`src/design/lc4_pkg.sv`:
```
package lc4_pkg;

   typedef logic [15:0] word_t;     // data, address and instruction word
   typedef logic [2:0]  reg_sel_t;
   typedef logic [2:0]  nzp_t;      // ordered n, z, p
   typedef logic [3:0]  alu_op_t;
   typedef logic [3:0]  opcode_t;
   typedef logic [1:0]  fwd_sel_t;
   typedef logic [1:0]  stall_t;

   localparam word_t RESET_PC = 16'h8200;
   localparam int    NUM_REGS = 8;

   // opcode field in insn[15:12]
   localparam opcode_t OP_NOP   = 4'b0000;
   localparam opcode_t OP_ARITH = 4'b0001;
   localparam opcode_t OP_LOGIC = 4'b0101;
   localparam opcode_t OP_LDR   = 4'b0110;
   localparam opcode_t OP_STR   = 4'b0111;
   localparam opcode_t OP_CONST = 4'b1001;

   localparam alu_op_t ALU_ADD    = 4'd0;
   localparam alu_op_t ALU_MUL    = 4'd1;
   localparam alu_op_t ALU_SUB    = 4'd2;
   localparam alu_op_t ALU_AND    = 4'd3;
   localparam alu_op_t ALU_NOT    = 4'd4;
   localparam alu_op_t ALU_OR     = 4'd5;
   localparam alu_op_t ALU_XOR    = 4'd6;
   localparam alu_op_t ALU_PASS_B = 4'd7;  // result is operand b

   // execute operand source
   localparam fwd_sel_t FWD_REG = 2'd0;
   localparam fwd_sel_t FWD_MEM = 2'd1;
   localparam fwd_sel_t FWD_WB  = 2'd2;

   // trace stall codes
   localparam stall_t STALL_NONE  = 2'd0;
   localparam stall_t STALL_RESET = 2'd2;
   localparam stall_t STALL_LOAD  = 2'd3;

endpackage

```
`src/design/lc4_core.sv`:
```
`timescale 1ns/1ps

module lc4_core (
   input  logic              i_reset,
   input  logic              gwe,
   output lc4_pkg::word_t    o_imem_addr,
   input  lc4_pkg::word_t    i_imem_rdata,
   output lc4_pkg::word_t    o_dmem_addr,
   input  lc4_pkg::word_t    i_dmem_rdata,
   output logic              o_dmem_we,
   output lc4_pkg::word_t    o_dmem_wdata,
   output lc4_pkg::reg_sel_t o_wb_rd_sel,
   output logic              o_wb_rd_we,
   output lc4_pkg::word_t    o_wb_data,
   output lc4_pkg::word_t    o_wb_pc,
   output lc4_pkg::word_t    o_wb_insn,
   output lc4_pkg::stall_t   o_wb_stall,
   output lc4_pkg::nzp_t     o_wb_nzp_bits,
   output logic              o_wb_nzp_we,
   output logic              o_wb_dmem_we,
   output lc4_pkg::word_t    o_wb_dmem_addr,
   output lc4_pkg::word_t    o_wb_dmem_data
);

   logic              stall;
   lc4_pkg::word_t    id_insn, id_pc, imm, rs_data, rt_data;
   lc4_pkg::stall_t   id_stall, mem_stall;
   lc4_pkg::reg_sel_t rs_sel, rt_sel, rd_sel;
   logic              rs_re, rt_re, rd_we, is_load, is_store;
   lc4_pkg::alu_op_t  alu_op;
   lc4_pkg::fwd_sel_t fwd_rs, fwd_rt;
   lc4_pkg::reg_sel_t ex_rd_sel, ex_rs_sel, ex_rt_sel, mem_rd_sel;
   logic              ex_rd_we, ex_is_load;
   lc4_pkg::word_t    mem_pc, mem_insn, mem_result, mem_store_data, mem_fwd_data;
   logic              mem_rd_we, mem_is_load, mem_is_store;

   lc4_fetch u_fetch (
      .i_reset(i_reset), .gwe(gwe), .i_stall(stall), .i_imem_rdata(i_imem_rdata),
      .o_imem_addr(o_imem_addr), .o_id_insn(id_insn), .o_id_pc(id_pc), .o_id_stall(id_stall)
   );

   lc4_decoder u_decoder (
      .i_insn(id_insn), .o_rs_sel(rs_sel), .o_rt_sel(rt_sel), .o_rd_sel(rd_sel),
      .o_rs_re(rs_re), .o_rt_re(rt_re), .o_rd_we(rd_we), .o_is_load(is_load),
      .o_is_store(is_store), .o_alu_op(alu_op), .o_imm(imm)
   );

   // write port is fed from the WB stage
   lc4_regfile u_regfile (
      .i_reset(i_reset), .gwe(gwe), .i_rs_sel(rs_sel), .i_rt_sel(rt_sel),
      .i_rd_sel(o_wb_rd_sel), .i_rd_we(o_wb_rd_we), .i_rd_data(o_wb_data),
      .o_rs_data(rs_data), .o_rt_data(rt_data)
   );

   lc4_hazard_ctrl u_hazard (
      .i_id_rs_sel(rs_sel), .i_id_rt_sel(rt_sel), .i_id_rs_re(rs_re), .i_id_rt_re(rt_re),
      .i_ex_rd_sel(ex_rd_sel), .i_ex_rd_we(ex_rd_we), .i_ex_is_load(ex_is_load),
      .i_ex_rs_sel(ex_rs_sel), .i_ex_rt_sel(ex_rt_sel),
      .i_mem_rd_sel(mem_rd_sel), .i_mem_rd_we(mem_rd_we),
      .i_wb_rd_sel(o_wb_rd_sel), .i_wb_rd_we(o_wb_rd_we),
      .o_stall(stall), .o_fwd_rs(fwd_rs), .o_fwd_rt(fwd_rt)
   );

   lc4_execute u_execute (
      .i_reset(i_reset), .gwe(gwe), .i_stall(stall),
      .i_rs_sel(rs_sel), .i_rt_sel(rt_sel), .i_rd_sel(rd_sel), .i_rs_re(rs_re),
      .i_rt_re(rt_re), .i_rd_we(rd_we), .i_is_load(is_load), .i_is_store(is_store),
      .i_alu_op(alu_op), .i_imm(imm), .i_id_pc(id_pc), .i_id_insn(id_insn),
      .i_id_stall(id_stall), .i_rs_data(rs_data), .i_rt_data(rt_data),
      .i_fwd_rs(fwd_rs), .i_fwd_rt(fwd_rt), .i_mem_fwd_data(mem_fwd_data),
      .i_wb_data(o_wb_data), .o_ex_rd_sel(ex_rd_sel), .o_ex_rd_we(ex_rd_we),
      .o_ex_is_load(ex_is_load), .o_ex_rs_sel(ex_rs_sel), .o_ex_rt_sel(ex_rt_sel),
      .o_mem_pc(mem_pc), .o_mem_insn(mem_insn), .o_mem_rd_sel(mem_rd_sel),
      .o_mem_rd_we(mem_rd_we), .o_mem_is_load(mem_is_load), .o_mem_is_store(mem_is_store),
      .o_mem_result(mem_result), .o_mem_store_data(mem_store_data), .o_mem_stall(mem_stall)
   );

   lc4_mem_wb u_mem_wb (
      .i_reset(i_reset), .gwe(gwe), .i_mem_pc(mem_pc), .i_mem_insn(mem_insn),
      .i_mem_rd_sel(mem_rd_sel), .i_mem_rd_we(mem_rd_we), .i_mem_is_load(mem_is_load),
      .i_mem_is_store(mem_is_store), .i_mem_result(mem_result),
      .i_mem_store_data(mem_store_data), .i_mem_stall(mem_stall),
      .i_dmem_rdata(i_dmem_rdata), .o_dmem_addr(o_dmem_addr), .o_dmem_wdata(o_dmem_wdata),
      .o_dmem_we(o_dmem_we), .o_mem_fwd_data(mem_fwd_data),
      .o_wb_rd_sel(o_wb_rd_sel), .o_wb_rd_we(o_wb_rd_we), .o_wb_data(o_wb_data),
      .o_wb_pc(o_wb_pc), .o_wb_insn(o_wb_insn), .o_wb_stall(o_wb_stall),
      .o_wb_nzp_bits(o_wb_nzp_bits), .o_wb_nzp_we(o_wb_nzp_we),
      .o_wb_dmem_we(o_wb_dmem_we), .o_wb_dmem_addr(o_wb_dmem_addr),
      .o_wb_dmem_data(o_wb_dmem_data)
   );

endmodule

```
`src/design/lc4_decoder.sv`:
```
`timescale 1ns/1ps

module lc4_decoder (
   input  lc4_pkg::word_t    i_insn,
   output lc4_pkg::reg_sel_t o_rs_sel,
   output lc4_pkg::reg_sel_t o_rt_sel,
   output lc4_pkg::reg_sel_t o_rd_sel,
   output logic              o_rs_re,
   output logic              o_rt_re,
   output logic              o_rd_we,
   output logic              o_is_load,
   output logic              o_is_store,
   output lc4_pkg::alu_op_t  o_alu_op,
   output lc4_pkg::word_t    o_imm
);

   lc4_pkg::opcode_t opcode;
   logic [2:0]       sub_op;

   assign opcode   = i_insn[15:12];
   assign sub_op   = i_insn[5:3];
   assign o_rs_sel = i_insn[8:6];
   assign o_rd_sel = i_insn[11:9];

   always_comb begin
      o_rt_sel   = i_insn[2:0];
      o_rs_re    = 1'b0;
      o_rt_re    = 1'b0;
      o_rd_we    = 1'b0;
      o_is_load  = 1'b0;
      o_is_store = 1'b0;
      o_alu_op   = lc4_pkg::ALU_PASS_B;
      o_imm      = '0;
      case (opcode)
         lc4_pkg::OP_ARITH: begin
            if (i_insn[5]) begin            // add immediate with imm5
               o_rs_re  = 1'b1;
               o_rd_we  = 1'b1;
               o_alu_op = lc4_pkg::ALU_ADD;
               o_imm    = {{11{i_insn[4]}}, i_insn[4:0]};
            end else if (sub_op != 3'b011) begin  // div falls through as a nop
               o_rs_re = 1'b1;
               o_rt_re = 1'b1;
               o_rd_we = 1'b1;
               case (sub_op[1:0])
                  2'b00:   o_alu_op = lc4_pkg::ALU_ADD;
                  2'b01:   o_alu_op = lc4_pkg::ALU_MUL;
                  default: o_alu_op = lc4_pkg::ALU_SUB;
               endcase
            end
         end
         lc4_pkg::OP_LOGIC: begin
            o_rs_re = 1'b1;
            o_rd_we = 1'b1;
            if (i_insn[5]) begin
               o_alu_op = lc4_pkg::ALU_AND;
               o_imm    = {{11{i_insn[4]}}, i_insn[4:0]};
            end else begin
               o_rt_re = (sub_op != 3'b001);  // not has one source
               case (sub_op[1:0])
                  2'b00:   o_alu_op = lc4_pkg::ALU_AND;
                  2'b01:   o_alu_op = lc4_pkg::ALU_NOT;
                  2'b10:   o_alu_op = lc4_pkg::ALU_OR;
                  default: o_alu_op = lc4_pkg::ALU_XOR;
               endcase
            end
         end
         lc4_pkg::OP_LDR, lc4_pkg::OP_STR: begin
            // address is rs + imm6; a store reads its data from insn[11:9]
            o_rs_re    = 1'b1;
            o_alu_op   = lc4_pkg::ALU_ADD;
            o_imm      = {{10{i_insn[5]}}, i_insn[5:0]};
            o_is_load  = (opcode == lc4_pkg::OP_LDR);
            o_is_store = (opcode == lc4_pkg::OP_STR);
            o_rd_we    = (opcode == lc4_pkg::OP_LDR);
            o_rt_re    = (opcode == lc4_pkg::OP_STR);
            o_rt_sel   = i_insn[11:9];
         end
         lc4_pkg::OP_CONST: begin
            o_rd_we = 1'b1;
            o_imm   = {{7{i_insn[8]}}, i_insn[8:0]};
         end
         default: ;  // nop and unsupported encodings keep every enable low
      endcase
   end

endmodule

```
`src/design/lc4_execute.sv`:
```
`timescale 1ns/1ps

module lc4_execute (
   input  logic              i_reset,
   input  logic              gwe,
   input  logic              i_stall,
   input  lc4_pkg::reg_sel_t i_rs_sel,
   input  lc4_pkg::reg_sel_t i_rt_sel,
   input  lc4_pkg::reg_sel_t i_rd_sel,
   input  logic              i_rs_re,
   input  logic              i_rt_re,
   input  logic              i_rd_we,
   input  logic              i_is_load,
   input  logic              i_is_store,
   input  lc4_pkg::alu_op_t  i_alu_op,
   input  lc4_pkg::word_t    i_imm,
   input  lc4_pkg::word_t    i_id_pc,
   input  lc4_pkg::word_t    i_id_insn,
   input  lc4_pkg::stall_t   i_id_stall,
   input  lc4_pkg::word_t    i_rs_data,
   input  lc4_pkg::word_t    i_rt_data,
   input  lc4_pkg::fwd_sel_t i_fwd_rs,
   input  lc4_pkg::fwd_sel_t i_fwd_rt,
   input  lc4_pkg::word_t    i_mem_fwd_data,
   input  lc4_pkg::word_t    i_wb_data,
   output lc4_pkg::reg_sel_t o_ex_rd_sel,
   output logic              o_ex_rd_we,
   output logic              o_ex_is_load,
   output lc4_pkg::reg_sel_t o_ex_rs_sel,
   output lc4_pkg::reg_sel_t o_ex_rt_sel,
   output lc4_pkg::word_t    o_mem_pc,
   output lc4_pkg::word_t    o_mem_insn,
   output lc4_pkg::reg_sel_t o_mem_rd_sel,
   output logic              o_mem_rd_we,
   output logic              o_mem_is_load,
   output logic              o_mem_is_store,
   output lc4_pkg::word_t    o_mem_result,
   output lc4_pkg::word_t    o_mem_store_data,
   output lc4_pkg::stall_t   o_mem_stall
);

   lc4_pkg::word_t   ex_pc, ex_insn, ex_imm, ex_rs_data, ex_rt_data;
   lc4_pkg::alu_op_t ex_alu_op;
   lc4_pkg::stall_t  ex_stall;
   logic             ex_rs_re, ex_rt_re, ex_is_store;
   lc4_pkg::word_t   rs_fwd, rt_fwd, op_a, op_b, alu_result;

   // a stall turns the ID/EX slot into a bubble
   always_ff @(posedge gwe) begin
      if (i_reset || i_stall) begin
         ex_rs_re     <= 1'b0;
         ex_rt_re     <= 1'b0;
         o_ex_rd_we   <= 1'b0;
         o_ex_is_load <= 1'b0;
         ex_is_store  <= 1'b0;
         ex_insn      <= {lc4_pkg::OP_NOP, 12'h000};
         ex_stall     <= i_reset ? lc4_pkg::STALL_RESET : lc4_pkg::STALL_LOAD;
      end else begin
         ex_rs_re     <= i_rs_re;
         ex_rt_re     <= i_rt_re;
         o_ex_rd_we   <= i_rd_we;
         o_ex_is_load <= i_is_load;
         ex_is_store  <= i_is_store;
         ex_insn      <= i_id_insn;
         ex_stall     <= i_id_stall;
      end
   end

   always_ff @(posedge gwe) begin
      ex_pc       <= i_id_pc;
      o_ex_rs_sel <= i_rs_sel;
      o_ex_rt_sel <= i_rt_sel;
      o_ex_rd_sel <= i_rd_sel;
      ex_alu_op   <= i_alu_op;
      ex_imm      <= i_imm;
      ex_rs_data  <= i_rs_data;
      ex_rt_data  <= i_rt_data;
   end

   function automatic lc4_pkg::word_t bypass(input lc4_pkg::fwd_sel_t sel,
                                             input lc4_pkg::word_t    reg_val);
      case (sel)
         lc4_pkg::FWD_MEM: bypass = i_mem_fwd_data;   // MX
         lc4_pkg::FWD_WB:  bypass = i_wb_data;        // WX
         default:          bypass = reg_val;
      endcase
   endfunction

   assign rs_fwd = bypass(i_fwd_rs, ex_rs_data);
   assign rt_fwd = bypass(i_fwd_rt, ex_rt_data);
   assign op_a   = ex_rs_re ? rs_fwd : '0;
   assign op_b   = (ex_rt_re && !ex_is_store) ? rt_fwd : ex_imm;  // stores add imm6

   always_comb begin
      case (ex_alu_op)
         lc4_pkg::ALU_ADD: alu_result = op_a + op_b;
         lc4_pkg::ALU_MUL: alu_result = op_a * op_b;   // low half of the product
         lc4_pkg::ALU_SUB: alu_result = op_a - op_b;
         lc4_pkg::ALU_AND: alu_result = op_a & op_b;
         lc4_pkg::ALU_NOT: alu_result = ~op_a;
         lc4_pkg::ALU_OR:  alu_result = op_a | op_b;
         lc4_pkg::ALU_XOR: alu_result = op_a ^ op_b;
         default:          alu_result = op_b;          // const
      endcase
   end

   // EX/MEM
   always_ff @(posedge gwe) begin
      if (i_reset) begin
         o_mem_rd_we    <= 1'b0;
         o_mem_is_load  <= 1'b0;
         o_mem_is_store <= 1'b0;
         o_mem_insn     <= {lc4_pkg::OP_NOP, 12'h000};
         o_mem_stall    <= lc4_pkg::STALL_RESET;
      end else begin
         o_mem_rd_we    <= o_ex_rd_we;
         o_mem_is_load  <= o_ex_is_load;
         o_mem_is_store <= ex_is_store;
         o_mem_insn     <= ex_insn;
         o_mem_stall    <= ex_stall;
      end
   end

   always_ff @(posedge gwe) begin
      o_mem_pc         <= ex_pc;
      o_mem_rd_sel     <= o_ex_rd_sel;
      o_mem_result     <= alu_result;
      o_mem_store_data <= rt_fwd;
   end

endmodule

```
`src/design/lc4_fetch.sv`:
```
`timescale 1ns/1ps

module lc4_fetch (
   input  logic            i_reset,
   input  logic            gwe,
   input  logic            i_stall,
   input  lc4_pkg::word_t  i_imem_rdata,
   output lc4_pkg::word_t  o_imem_addr,
   output lc4_pkg::word_t  o_id_insn,
   output lc4_pkg::word_t  o_id_pc,
   output lc4_pkg::stall_t o_id_stall
);

   lc4_pkg::word_t pc;

   assign o_imem_addr = pc;  // imem answers in the same cycle

   // pc and IF/ID both freeze on a load-use stall
   always_ff @(posedge gwe) begin
      if (i_reset) begin
         pc         <= lc4_pkg::RESET_PC;
         o_id_insn  <= {lc4_pkg::OP_NOP, 12'h000};
         o_id_stall <= lc4_pkg::STALL_RESET;
      end else if (!i_stall) begin
         pc         <= pc + 16'd1;
         o_id_insn  <= i_imem_rdata;
         o_id_stall <= lc4_pkg::STALL_NONE;
      end
   end

   always_ff @(posedge gwe) begin
      if (!i_stall) o_id_pc <= pc;
   end

endmodule

```
`src/design/lc4_hazard_ctrl.sv`:
```
`timescale 1ns/1ps

module lc4_hazard_ctrl (
   input  lc4_pkg::reg_sel_t i_id_rs_sel,
   input  lc4_pkg::reg_sel_t i_id_rt_sel,
   input  logic              i_id_rs_re,
   input  logic              i_id_rt_re,
   input  lc4_pkg::reg_sel_t i_ex_rd_sel,
   input  logic              i_ex_rd_we,
   input  logic              i_ex_is_load,
   input  lc4_pkg::reg_sel_t i_ex_rs_sel,
   input  lc4_pkg::reg_sel_t i_ex_rt_sel,
   input  lc4_pkg::reg_sel_t i_mem_rd_sel,
   input  logic              i_mem_rd_we,
   input  lc4_pkg::reg_sel_t i_wb_rd_sel,
   input  logic              i_wb_rd_we,
   output logic              o_stall,
   output lc4_pkg::fwd_sel_t o_fwd_rs,
   output lc4_pkg::fwd_sel_t o_fwd_rt
);

   logic rs_hit;
   logic rt_hit;

   // load data only exists at the end of MEM, so a direct consumer waits a cycle
   assign rs_hit  = i_id_rs_re && (i_id_rs_sel == i_ex_rd_sel);
   assign rt_hit  = i_id_rt_re && (i_id_rt_sel == i_ex_rd_sel);
   assign o_stall = i_ex_is_load && i_ex_rd_we && (rs_hit || rt_hit);

   // youngest producer wins
   always_comb begin
      o_fwd_rs = lc4_pkg::FWD_REG;
      if (i_mem_rd_we && i_mem_rd_sel == i_ex_rs_sel) begin
         o_fwd_rs = lc4_pkg::FWD_MEM;
      end else if (i_wb_rd_we && i_wb_rd_sel == i_ex_rs_sel) begin
         o_fwd_rs = lc4_pkg::FWD_WB;
      end
   end

   always_comb begin
      o_fwd_rt = lc4_pkg::FWD_REG;
      if (i_mem_rd_we && i_mem_rd_sel == i_ex_rt_sel) begin
         o_fwd_rt = lc4_pkg::FWD_MEM;
      end else if (i_wb_rd_we && i_wb_rd_sel == i_ex_rt_sel) begin
         o_fwd_rt = lc4_pkg::FWD_WB;
      end
   end

endmodule

```
`src/design/lc4_mem_wb.sv`:
```
`timescale 1ns/1ps

module lc4_mem_wb (
   input  logic              i_reset,
   input  logic              gwe,
   input  lc4_pkg::word_t    i_mem_pc,
   input  lc4_pkg::word_t    i_mem_insn,
   input  lc4_pkg::reg_sel_t i_mem_rd_sel,
   input  logic              i_mem_rd_we,
   input  logic              i_mem_is_load,
   input  logic              i_mem_is_store,
   input  lc4_pkg::word_t    i_mem_result,
   input  lc4_pkg::word_t    i_mem_store_data,
   input  lc4_pkg::stall_t   i_mem_stall,
   input  lc4_pkg::word_t    i_dmem_rdata,
   output lc4_pkg::word_t    o_dmem_addr,
   output lc4_pkg::word_t    o_dmem_wdata,
   output logic              o_dmem_we,
   output lc4_pkg::word_t    o_mem_fwd_data,
   output lc4_pkg::reg_sel_t o_wb_rd_sel,
   output logic              o_wb_rd_we,
   output lc4_pkg::word_t    o_wb_data,
   output lc4_pkg::word_t    o_wb_pc,
   output lc4_pkg::word_t    o_wb_insn,
   output lc4_pkg::stall_t   o_wb_stall,
   output lc4_pkg::nzp_t     o_wb_nzp_bits,
   output logic              o_wb_nzp_we,
   output logic              o_wb_dmem_we,
   output lc4_pkg::word_t    o_wb_dmem_addr,
   output lc4_pkg::word_t    o_wb_dmem_data
);

   logic           mem_access;
   lc4_pkg::word_t trace_data;

   assign mem_access     = i_mem_is_load || i_mem_is_store;
   assign o_dmem_addr    = mem_access ? i_mem_result : '0;
   assign o_dmem_wdata   = i_mem_store_data;
   assign o_dmem_we      = i_mem_is_store;
   assign o_mem_fwd_data = i_mem_is_load ? i_dmem_rdata : i_mem_result;  // writeback value
   assign trace_data     = i_mem_is_load  ? i_dmem_rdata :
                           i_mem_is_store ? i_mem_store_data : '0;

   // MEM/WB
   always_ff @(posedge gwe) begin
      if (i_reset) begin
         o_wb_rd_we   <= 1'b0;
         o_wb_dmem_we <= 1'b0;
         o_wb_insn    <= {lc4_pkg::OP_NOP, 12'h000};
         o_wb_stall   <= lc4_pkg::STALL_RESET;
      end else begin
         o_wb_rd_we   <= i_mem_rd_we;
         o_wb_dmem_we <= i_mem_is_store;
         o_wb_insn    <= i_mem_insn;
         o_wb_stall   <= i_mem_stall;
      end
   end

   always_ff @(posedge gwe) begin
      o_wb_pc        <= i_mem_pc;
      o_wb_rd_sel    <= i_mem_rd_sel;
      o_wb_data      <= o_mem_fwd_data;
      o_wb_dmem_addr <= o_dmem_addr;
      o_wb_dmem_data <= trace_data;
   end

   assign o_wb_nzp_we   = o_wb_rd_we;
   assign o_wb_nzp_bits = o_wb_data[15]      ? 3'b100 :
                          (o_wb_data == '0)  ? 3'b010 : 3'b001;

endmodule

```
`src/design/lc4_regfile.sv`:
```
`timescale 1ns/1ps

module lc4_regfile (
   input  logic              i_reset,
   input  logic              gwe,
   input  lc4_pkg::reg_sel_t i_rs_sel,
   input  lc4_pkg::reg_sel_t i_rt_sel,
   input  lc4_pkg::reg_sel_t i_rd_sel,
   input  logic              i_rd_we,
   input  lc4_pkg::word_t    i_rd_data,
   output lc4_pkg::word_t    o_rs_data,
   output lc4_pkg::word_t    o_rt_data
);

   lc4_pkg::word_t regs [lc4_pkg::NUM_REGS];

   always_ff @(posedge gwe) begin
      if (i_reset) begin
         for (int i = 0; i < lc4_pkg::NUM_REGS; i++) begin
            regs[i] <= '0;
         end
      end else if (i_rd_we) begin
         regs[i_rd_sel] <= i_rd_data;
      end
   end

   // write-through so decode sees the value retiring this cycle
   assign o_rs_data = (i_rd_we && i_rd_sel == i_rs_sel) ? i_rd_data : regs[i_rs_sel];
   assign o_rt_data = (i_rd_we && i_rd_sel == i_rt_sel) ? i_rd_data : regs[i_rt_sel];

endmodule

```
`config.mk`:
```
export PLATFORM = sky130hd
export DESIGN_NAME = lc4_core
export DESIGN_NICKNAME = d
export VERILOG_FILES = /design/src/design/lc4_pkg.sv /design/src/design/lc4_core.sv /design/src/design/lc4_decoder.sv /design/src/design/lc4_execute.sv /design/src/design/lc4_fetch.sv /design/src/design/lc4_hazard_ctrl.sv /design/src/design/lc4_mem_wb.sv /design/src/design/lc4_regfile.sv
export SDC_FILE = /design/constraint.sdc
export NUM_CORES = 1
export LEC_CHECK = 0
export BUFFER_PORTS_ARGS = -buffer_cell sky130_fd_sc_hd__buf_2
export CORE_MARGIN = 2
export CORE_UTILIZATION = 40
export CTS_BUF_LIST = sky130_fd_sc_hd__clkbuf_8 sky130_fd_sc_hd__clkbuf_16
export CTS_CLUSTER_SIZE = 30
export DETAILED_ROUTE_END_ITERATION = 10
export GPL_TIMING_DRIVEN = 0
export MAX_ROUTING_LAYER = met4
export PLACE_DENSITY = 0.64
export SYNTH_ARGS = -nofsm -noshare
export SYNTH_HDL_FRONTEND = slang
export SYNTH_SLANG_ARGS = --single-unit
```
`constraint.sdc`:
```
create_clock -name gwe -period 8.2 [get_ports gwe]
set_input_delay 1.23 -clock gwe [delete_from_list [all_inputs] [get_ports gwe]]
set_output_delay 1.23 -clock gwe [all_outputs]
set_load 0.02 [all_outputs]
```
* Word level (Yosys, flattened, before mapping) *
Memories as Yosys holds them, arrays and structs flattened. A register that Yosys moved wholly into a read port is not among the register bits.
Index checks and enable logic that the tools add are counted.

word-level totals
  input port bits = 34
  output and inout bits = 140
  logic and storage cells = 144
  RAM bits = 128
  memories kept = 1
  register bits after elaboration = 308

memories
  name            depth  width  rd ports  clocked after Yosys merged registers in  write ports  RTL line           RTL
  u_regfile.regs  8      16     2         1                                        8            lc4_regfile.sv:15  lc4_pkg::word_t regs [lc4_pkg::NUM_REGS];

cells by class
  add/subtract/negate cells = 3
  equality and inequality tests = 27
  $mul = 1
  reductions and logical operators = 24
  bitwise gates (word level) = 5
  muxes and demuxes = 45

operators with widths
  operator                 count
  $mux W16                 10
  $pmux W16 S7             1
  $pmux W16 S2             2
  $pmux W16 S3             1
  $eq A3 B3 Y1             8
  $eq A4 B3 Y1 const B     6
  $add A16 B1 Y16 const B  1
  $add A16 B16 Y16         1
  $and A16 B16 Y16         1
  $logic_not A16 Y1        1
  $mul A16 B16 Y16         1
  $not A16 Y16             1
  $or A16 B16 Y16          1
  $reduce_or A16 Y1        1
  $sub A16 B16 Y16         1
  $xor A16 B16 Y16         1
  $mux W3                  5
  $mux W2                  6
  $mux W4                  3
  $pmux W4 S3              1
  $logic_and A1 B1 Y1      11
  $mux W1                  11
  $pmux W3 S3              1
  $eq A4 B1 Y1 const B     2
  other kinds (16)         27

* Longest topological paths before layout *
  depth in word-level cells = 9
  mapped depth = 34
  gate-level depth less buffers = 31

* Cells and area by module *
From an unflattened synthesis, not the netlist that was laid out.

unflattened totals
  cells, all modules = 2058
  area, all modules = 23482.5 um^2

by module, submodules not included
  module           times used  area an instance (um^2)  cells each  sequential area each (um^2)
  lc4_execute      1           10836.6                  1155        3443.3
  lc4_regfile      1           7453.4                   445         3843.7
  lc4_mem_wb       1           2536.2                   191         1741.7
  lc4_fetch        1           1870.5                   157         1141.1
  lc4_decoder      1           559.3                    82          0.0
  lc4_hazard_ctrl  1           226.5                    28          0.0

* Worst setup path before layout *
OpenSTA, ideal clock, no wires.

  path type = input-to-reg
  start = input i_dmem_rdata[2]
  end = register u_execute.o_mem_result[15]
  arrival = 6995 ps
  setup slack = 1073 ps
  data required time = 8067 ps
  setup time = 133 ps
  buffers on the path = 1
  stages = 25
  cell sequence = mux2_2 > nor2_1 > a21oi_1 > mux2i_1 > clkbuf_1 > inv_1 > nand2_1 > fa_1 > fa_1 > inv_1 > fa_1 > fa_1 > inv_1 > fa_1 > fa_1 > xnor2_1 > xnor2_1 > xnor2_1 > xnor2_1 > xnor2_1 > xnor2_1 > xnor3_1 > xor2_1 > a221oi_2 > a21oi_1

on the way
  word-level cells in the longest chain between the ends = 5
  elaborated cells on any way between the ends = 9
  classes of those cells = 2 x add/sub; 1 x mul; 6 x mux

ends and longest elaborated chain
  item                                            RTL line            RTL
  start: declaration                              lc4_core.sv:9       input lc4_pkg::word_t i_dmem_rdata,
  $mux W16 *                                      lc4_mem_wb.sv:40    assign o_mem_fwd_data = i_mem_is_load ? i_dmem_rdata : i_mem_result;
  $pmux W16 S2 *                                  lc4_execute.sv:82   case (sel)
  via u_execute.rt_fwd[2]                         lc4_execute.sv:46   lc4_pkg::word_t rs_fwd, rt_fwd, op_a, op_b, alu_result;
  $mux W16 *                                      lc4_execute.sv:92   assign op_b = (ex_rt_re && !ex_is_store) ? rt_fwd : ex_imm;
  $mul A16 B16 Y16, or another cell as far along  lc4_execute.sv:97   lc4_pkg::ALU_MUL: alu_result = op_a * op_b;
  $pmux W16 S7 *                                  lc4_execute.sv:95   case (ex_alu_op)
  via u_execute.alu_result[15]                    lc4_execute.sv:46
  end signal: assignment                          lc4_execute.sv:127  o_mem_result <= alu_result;
  end: declaration                                lc4_execute.sv:37   output lc4_pkg::word_t o_mem_result,

The timed path passes the listed nets; every way through them passes the cells marked *.
A chain may end at the register's enable or synchronous reset.

* Worst setup path after layout *
  start = register u_execute.o_mem_is_load
  end = register u_execute.o_mem_result[15]

on the way
  word-level cells in the longest chain between the ends = 5
  elaborated cells on any way between the ends = 13
  classes of those cells = 2 x add/sub; 1 x mul; 6 x mux; 4 x bitwise

ends and longest elaborated chain
  item                                            RTL line            RTL
  start: declaration                              lc4_execute.sv:35   output logic o_mem_is_load,
  start signal: assignment                        lc4_execute.sv:117  o_mem_is_load <= o_ex_is_load;
  $mux W16 *                                      lc4_mem_wb.sv:40
  via mem_fwd_data[6]                             lc4_core.sv:34      lc4_pkg::word_t mem_pc, mem_insn, mem_result, mem_store_data, mem_fwd_data;
  $pmux W16 S2 *                                  lc4_execute.sv:82
  via u_execute.rt_fwd[6]                         lc4_execute.sv:46
  $mux W16 *                                      lc4_execute.sv:92
  $mul A16 B16 Y16, or another cell as far along  lc4_execute.sv:97
  $pmux W16 S7 *                                  lc4_execute.sv:95
  via u_execute.alu_result[15]                    lc4_execute.sv:46

Marked as above.

==> results.cfg <==
[run_status]
status = completed

[synthesis]
synth_async_sr_flop_share = 0
synth_ff_type = dfxtp_1
yosysWarnings = 0
synth_compound_area_frac = 0.08333
ys_ff_latch = 431
postSynthAreaPerCell_um2 = 10.11
muxShareOfSynthArea = 0.06918
synth_top_family_by_area = simple AND/OR/NAND/NOR gates
syn_inst = 2222
yosysSeqAreaShare = 0.4483
yosysUniqueCellTypes = 74
yosys.area_share.simple = 0.1733
synth_edf_count = 144
synth_fp_nets = 2439
synthAdderAreaFrac = 0.1290
netlist_area_um2 = 22460
synth_xor_area_frac = 0.04445

[route]
drt_iter0_drc = 1441
wl_per_cell_um = 21.43
wl_mm = 69.19
num_vias = 17010
detail-route-antenna-nets = 0
viasPerCell = 5.268
firstDrtPassIters = 5
drc = 0

[cts]
cts.sinks = 431
cts_tree = yes
insertion_delay_ns = 0.59
postCtsHoldBufs = 0
clock_path_buffers = 3
post_cts_buffers = 0
path_clk_slew_ns = 0.06
h-tree-depth = 2
cts_made_buffers = 47
root_buffer = clkbuf_16

[floorplan]
rows = 86
die_x_um = 241.0
die_h_um = 241.0
die-area_um2 = 58070
fp.coreArea_um2 = 55310
initial_core_util = 0.4061
io_pins = 174

[placement]
place_area_um2 = 24260
hpwlAfterDp_mm = 52.92
port_buffers = 173
placed_cells_incl_taps = 3143
place_congestion = 0.9724

[run]
drv_cap = 0

[timing]
skew_ns = 0.01417
drv_slew = 0
period_minus_slack_ns = 7.993
finalSetupViolations = 0
rsz0062_at_grt = false
slew_headroom = 0.1538
clock.fmax_mhz = 125.1
hold_viol_final = 0
whs_ns = 0.3252
fin_crit_sh = 0.9748
worst_slew_pin_slew_ns = 1.258

[finish]
syn2layout_area_growth_pct = 15.22
drive_gt1_frac = 0.1493
mostFrequentLayoutCells = dfxtp_1 (287), nand2_1 (278), nor2_1 (196), buf_2 (188), inv_1 (159)
nNetsFinal = 2661
final_common_cell = dfxtp_1
multi_input_area_um2 = 11230
instances_no_fill = 3229
regArea_um2 = 10070
n_fill_cell = 5237
design_area_um2 = 25880

[setup_path]
critPathCaptureType = register
crit_slowest_cell = fa_1
cp.arrival_ns = 8.45
cp_num_cells = 28
critPathMaxFanout = 10
critPathBufInv = 7
worstSetupStartpointType = register
slowest_delay_ns = 0.49
rr_worst_depth = 28
worstPathRequired_ns = 8.66
crit_type = reg2reg
critPathTopFamily = adder cells

[global_route]
grt_pass1_vias = 17160
grt_pass1_wl_mm = 103.6
grt_max_degree = 26
antenna_found_initial = 2
overflow = 0
grt_use_total = 0.2451

[power]
peakVddDrop_v = 0.0001853
p_per_area_nw_per_um2 = 207.2
p_leak_nw = 11.33
fin_total_pwr_mw = 5.362

[worst_hold_path]
hold-path-cell-count = 0
hold_class = reg2reg
[where the power goes]
group / leakage [nW] / internal [mW] / switching, mW
registers: 3.86 / 2.32 / 0.109
clock network: 0.806 / 1.26 / 0.907
logic: 6.66 / 0.275 / 0.494
total: 11.3 / 3.85 / 1.51
[registers in the layout (all words and copies together), names as in the netlist, 16 cells and up, named ones only]
signal	flops
u_fetch.o_id_pc	16
u_execute.o_mem_pc	16
u_mem_wb.o_wb_insn	16
u_execute.o_mem_store_data	16
u_fetch.o_id_insn	16
u_mem_wb.o_wb_dmem_data	16
u_execute.o_mem_result	16
u_regfile.regs	128
u_execute.o_mem_insn	16
u_fetch.o_imem_addr	16
u_mem_wb.o_wb_data	16
u_mem_wb.o_wb_pc	16
u_execute.ex_pc	16
u_mem_wb.o_wb_dmem_addr	16
u_execute.ex_insn	16
u_execute.ex_rt_data	16
u_execute.ex_rs_data	16
[kinds of logic after synthesis]
family | after synthesis
buffers and inverters | 301
AO/OA/AOI/OAI | 275
multiplexers | 113
XOR/XNOR | 103
adder cells (fa/ha/maj) | 183
AND/OR/NAND/NOR | 816
flip-flops | 431
[metrics by stage]
stage	setup WS [ns]	setup TNS (ns)	util
floorplan	1.073	0	-
global placement	-0.3273	-0.3273	0.4387
detailed placement	-0.3370	-0.3370	0.4387
CTS	0.01457	0	0.4677
global route	0.002476	0	0.4679
finish	0.2070	0	0.4679
[path summary, 6_finish.rpt]
kind	slack [ns]	to	from
max	0.21	u_execute.o_mem_result[15]	u_execute.o_mem_is_load
min reg2reg	0.33	u_mem_wb.o_wb_pc[8]	u_execute.o_mem_pc[8]
min	0.33	u_mem_wb.o_wb_pc[8]	u_execute.o_mem_pc[8]
max reg2reg	0.21	u_execute.o_mem_result[15]	u_execute.o_mem_is_load
[cells in the mapped netlist, types with 4 or more instances]
master / number / area share
o21bai_1: 4 / 0.0013
nand2b_1: 8 / 0.0022
xor2_1: 26 / 0.010
nor2b_1: 70 / 0.019
clkbuf_1: 106 / 0.018
nor2_1: 196 / 0.033
mux4_2: 32 / 0.032
a311oi_1: 16 / 0.0062
inv_2: 7 / 0.0012
and2_1: 148 / 0.041
nand2_1: 278 / 0.046
o21ai_0: 52 / 0.012
ha_1: 102 / 0.057
a21oi_2: 7 / 0.0027
o211a_1: 6 / 0.0027
or2_2: 10 / 0.0028
buf_4: 4 / 0.0013
nor3_1: 11 / 0.0025
a221oi_1: 14 / 0.0055
o21a_1: 6 / 0.0020
a21o_1: 14 / 0.0047
a31oi_1: 22 / 0.0061
buf_1: 11 / 0.0018
and4_1: 4 / 0.0016
edfxtp_1: 144 / 0.19
nand3_1: 40 / 0.0089
a22o_1: 19 / 0.0074
a21oi_1: 75 / 0.017
and3_1: 29 / 0.0081
fa_1: 81 / 0.072
nor4_1: 9 / 0.0025
dfxtp_1: 287 / 0.26
mux2_2: 18 / 0.0090
xnor2_1: 69 / 0.027
inv_1: 154 / 0.026
mux2i_1: 63 / 0.028
buf_2: 14 / 0.0031
o221ai_1: 9 / 0.0035
xnor3_1: 4 / 0.0040
[layer usage]
| metal | global-route usage | vias to the layer above | routed length, µm |
|---|---|---|---|
| li1 | - | 7870 | - |
| met1 | 0.3070 | 8411 | 29060 |
| met2 | 0.4084 | 622 | 33760 |
| met3 | 0.03431 | 107 | 4494 |
| met4 | 0.08081 | 0 | 1872 |
| met5 | - | - | 0 |
[area by class of cell]
type,count,area share
diodes,2,0.0001934
plain buffers,137,0.02195
clock buffers,59,0.05313
clock inverters,25,0.008460
inverters,164,0.02379
multi-input cells,1490,0.4338
flip-flops and latches,431,0.3891
well taps,748,0.03616
repair buffers,173,0.03345
[what timing repair did]
action,CTS,global route
pin swaps,0,0
endpoints found under the hold margin,0,0
endpoints found under the setup margin,1,2
resized for setup,3,6
No activity file was read; power rests on OpenSTA's default activity.
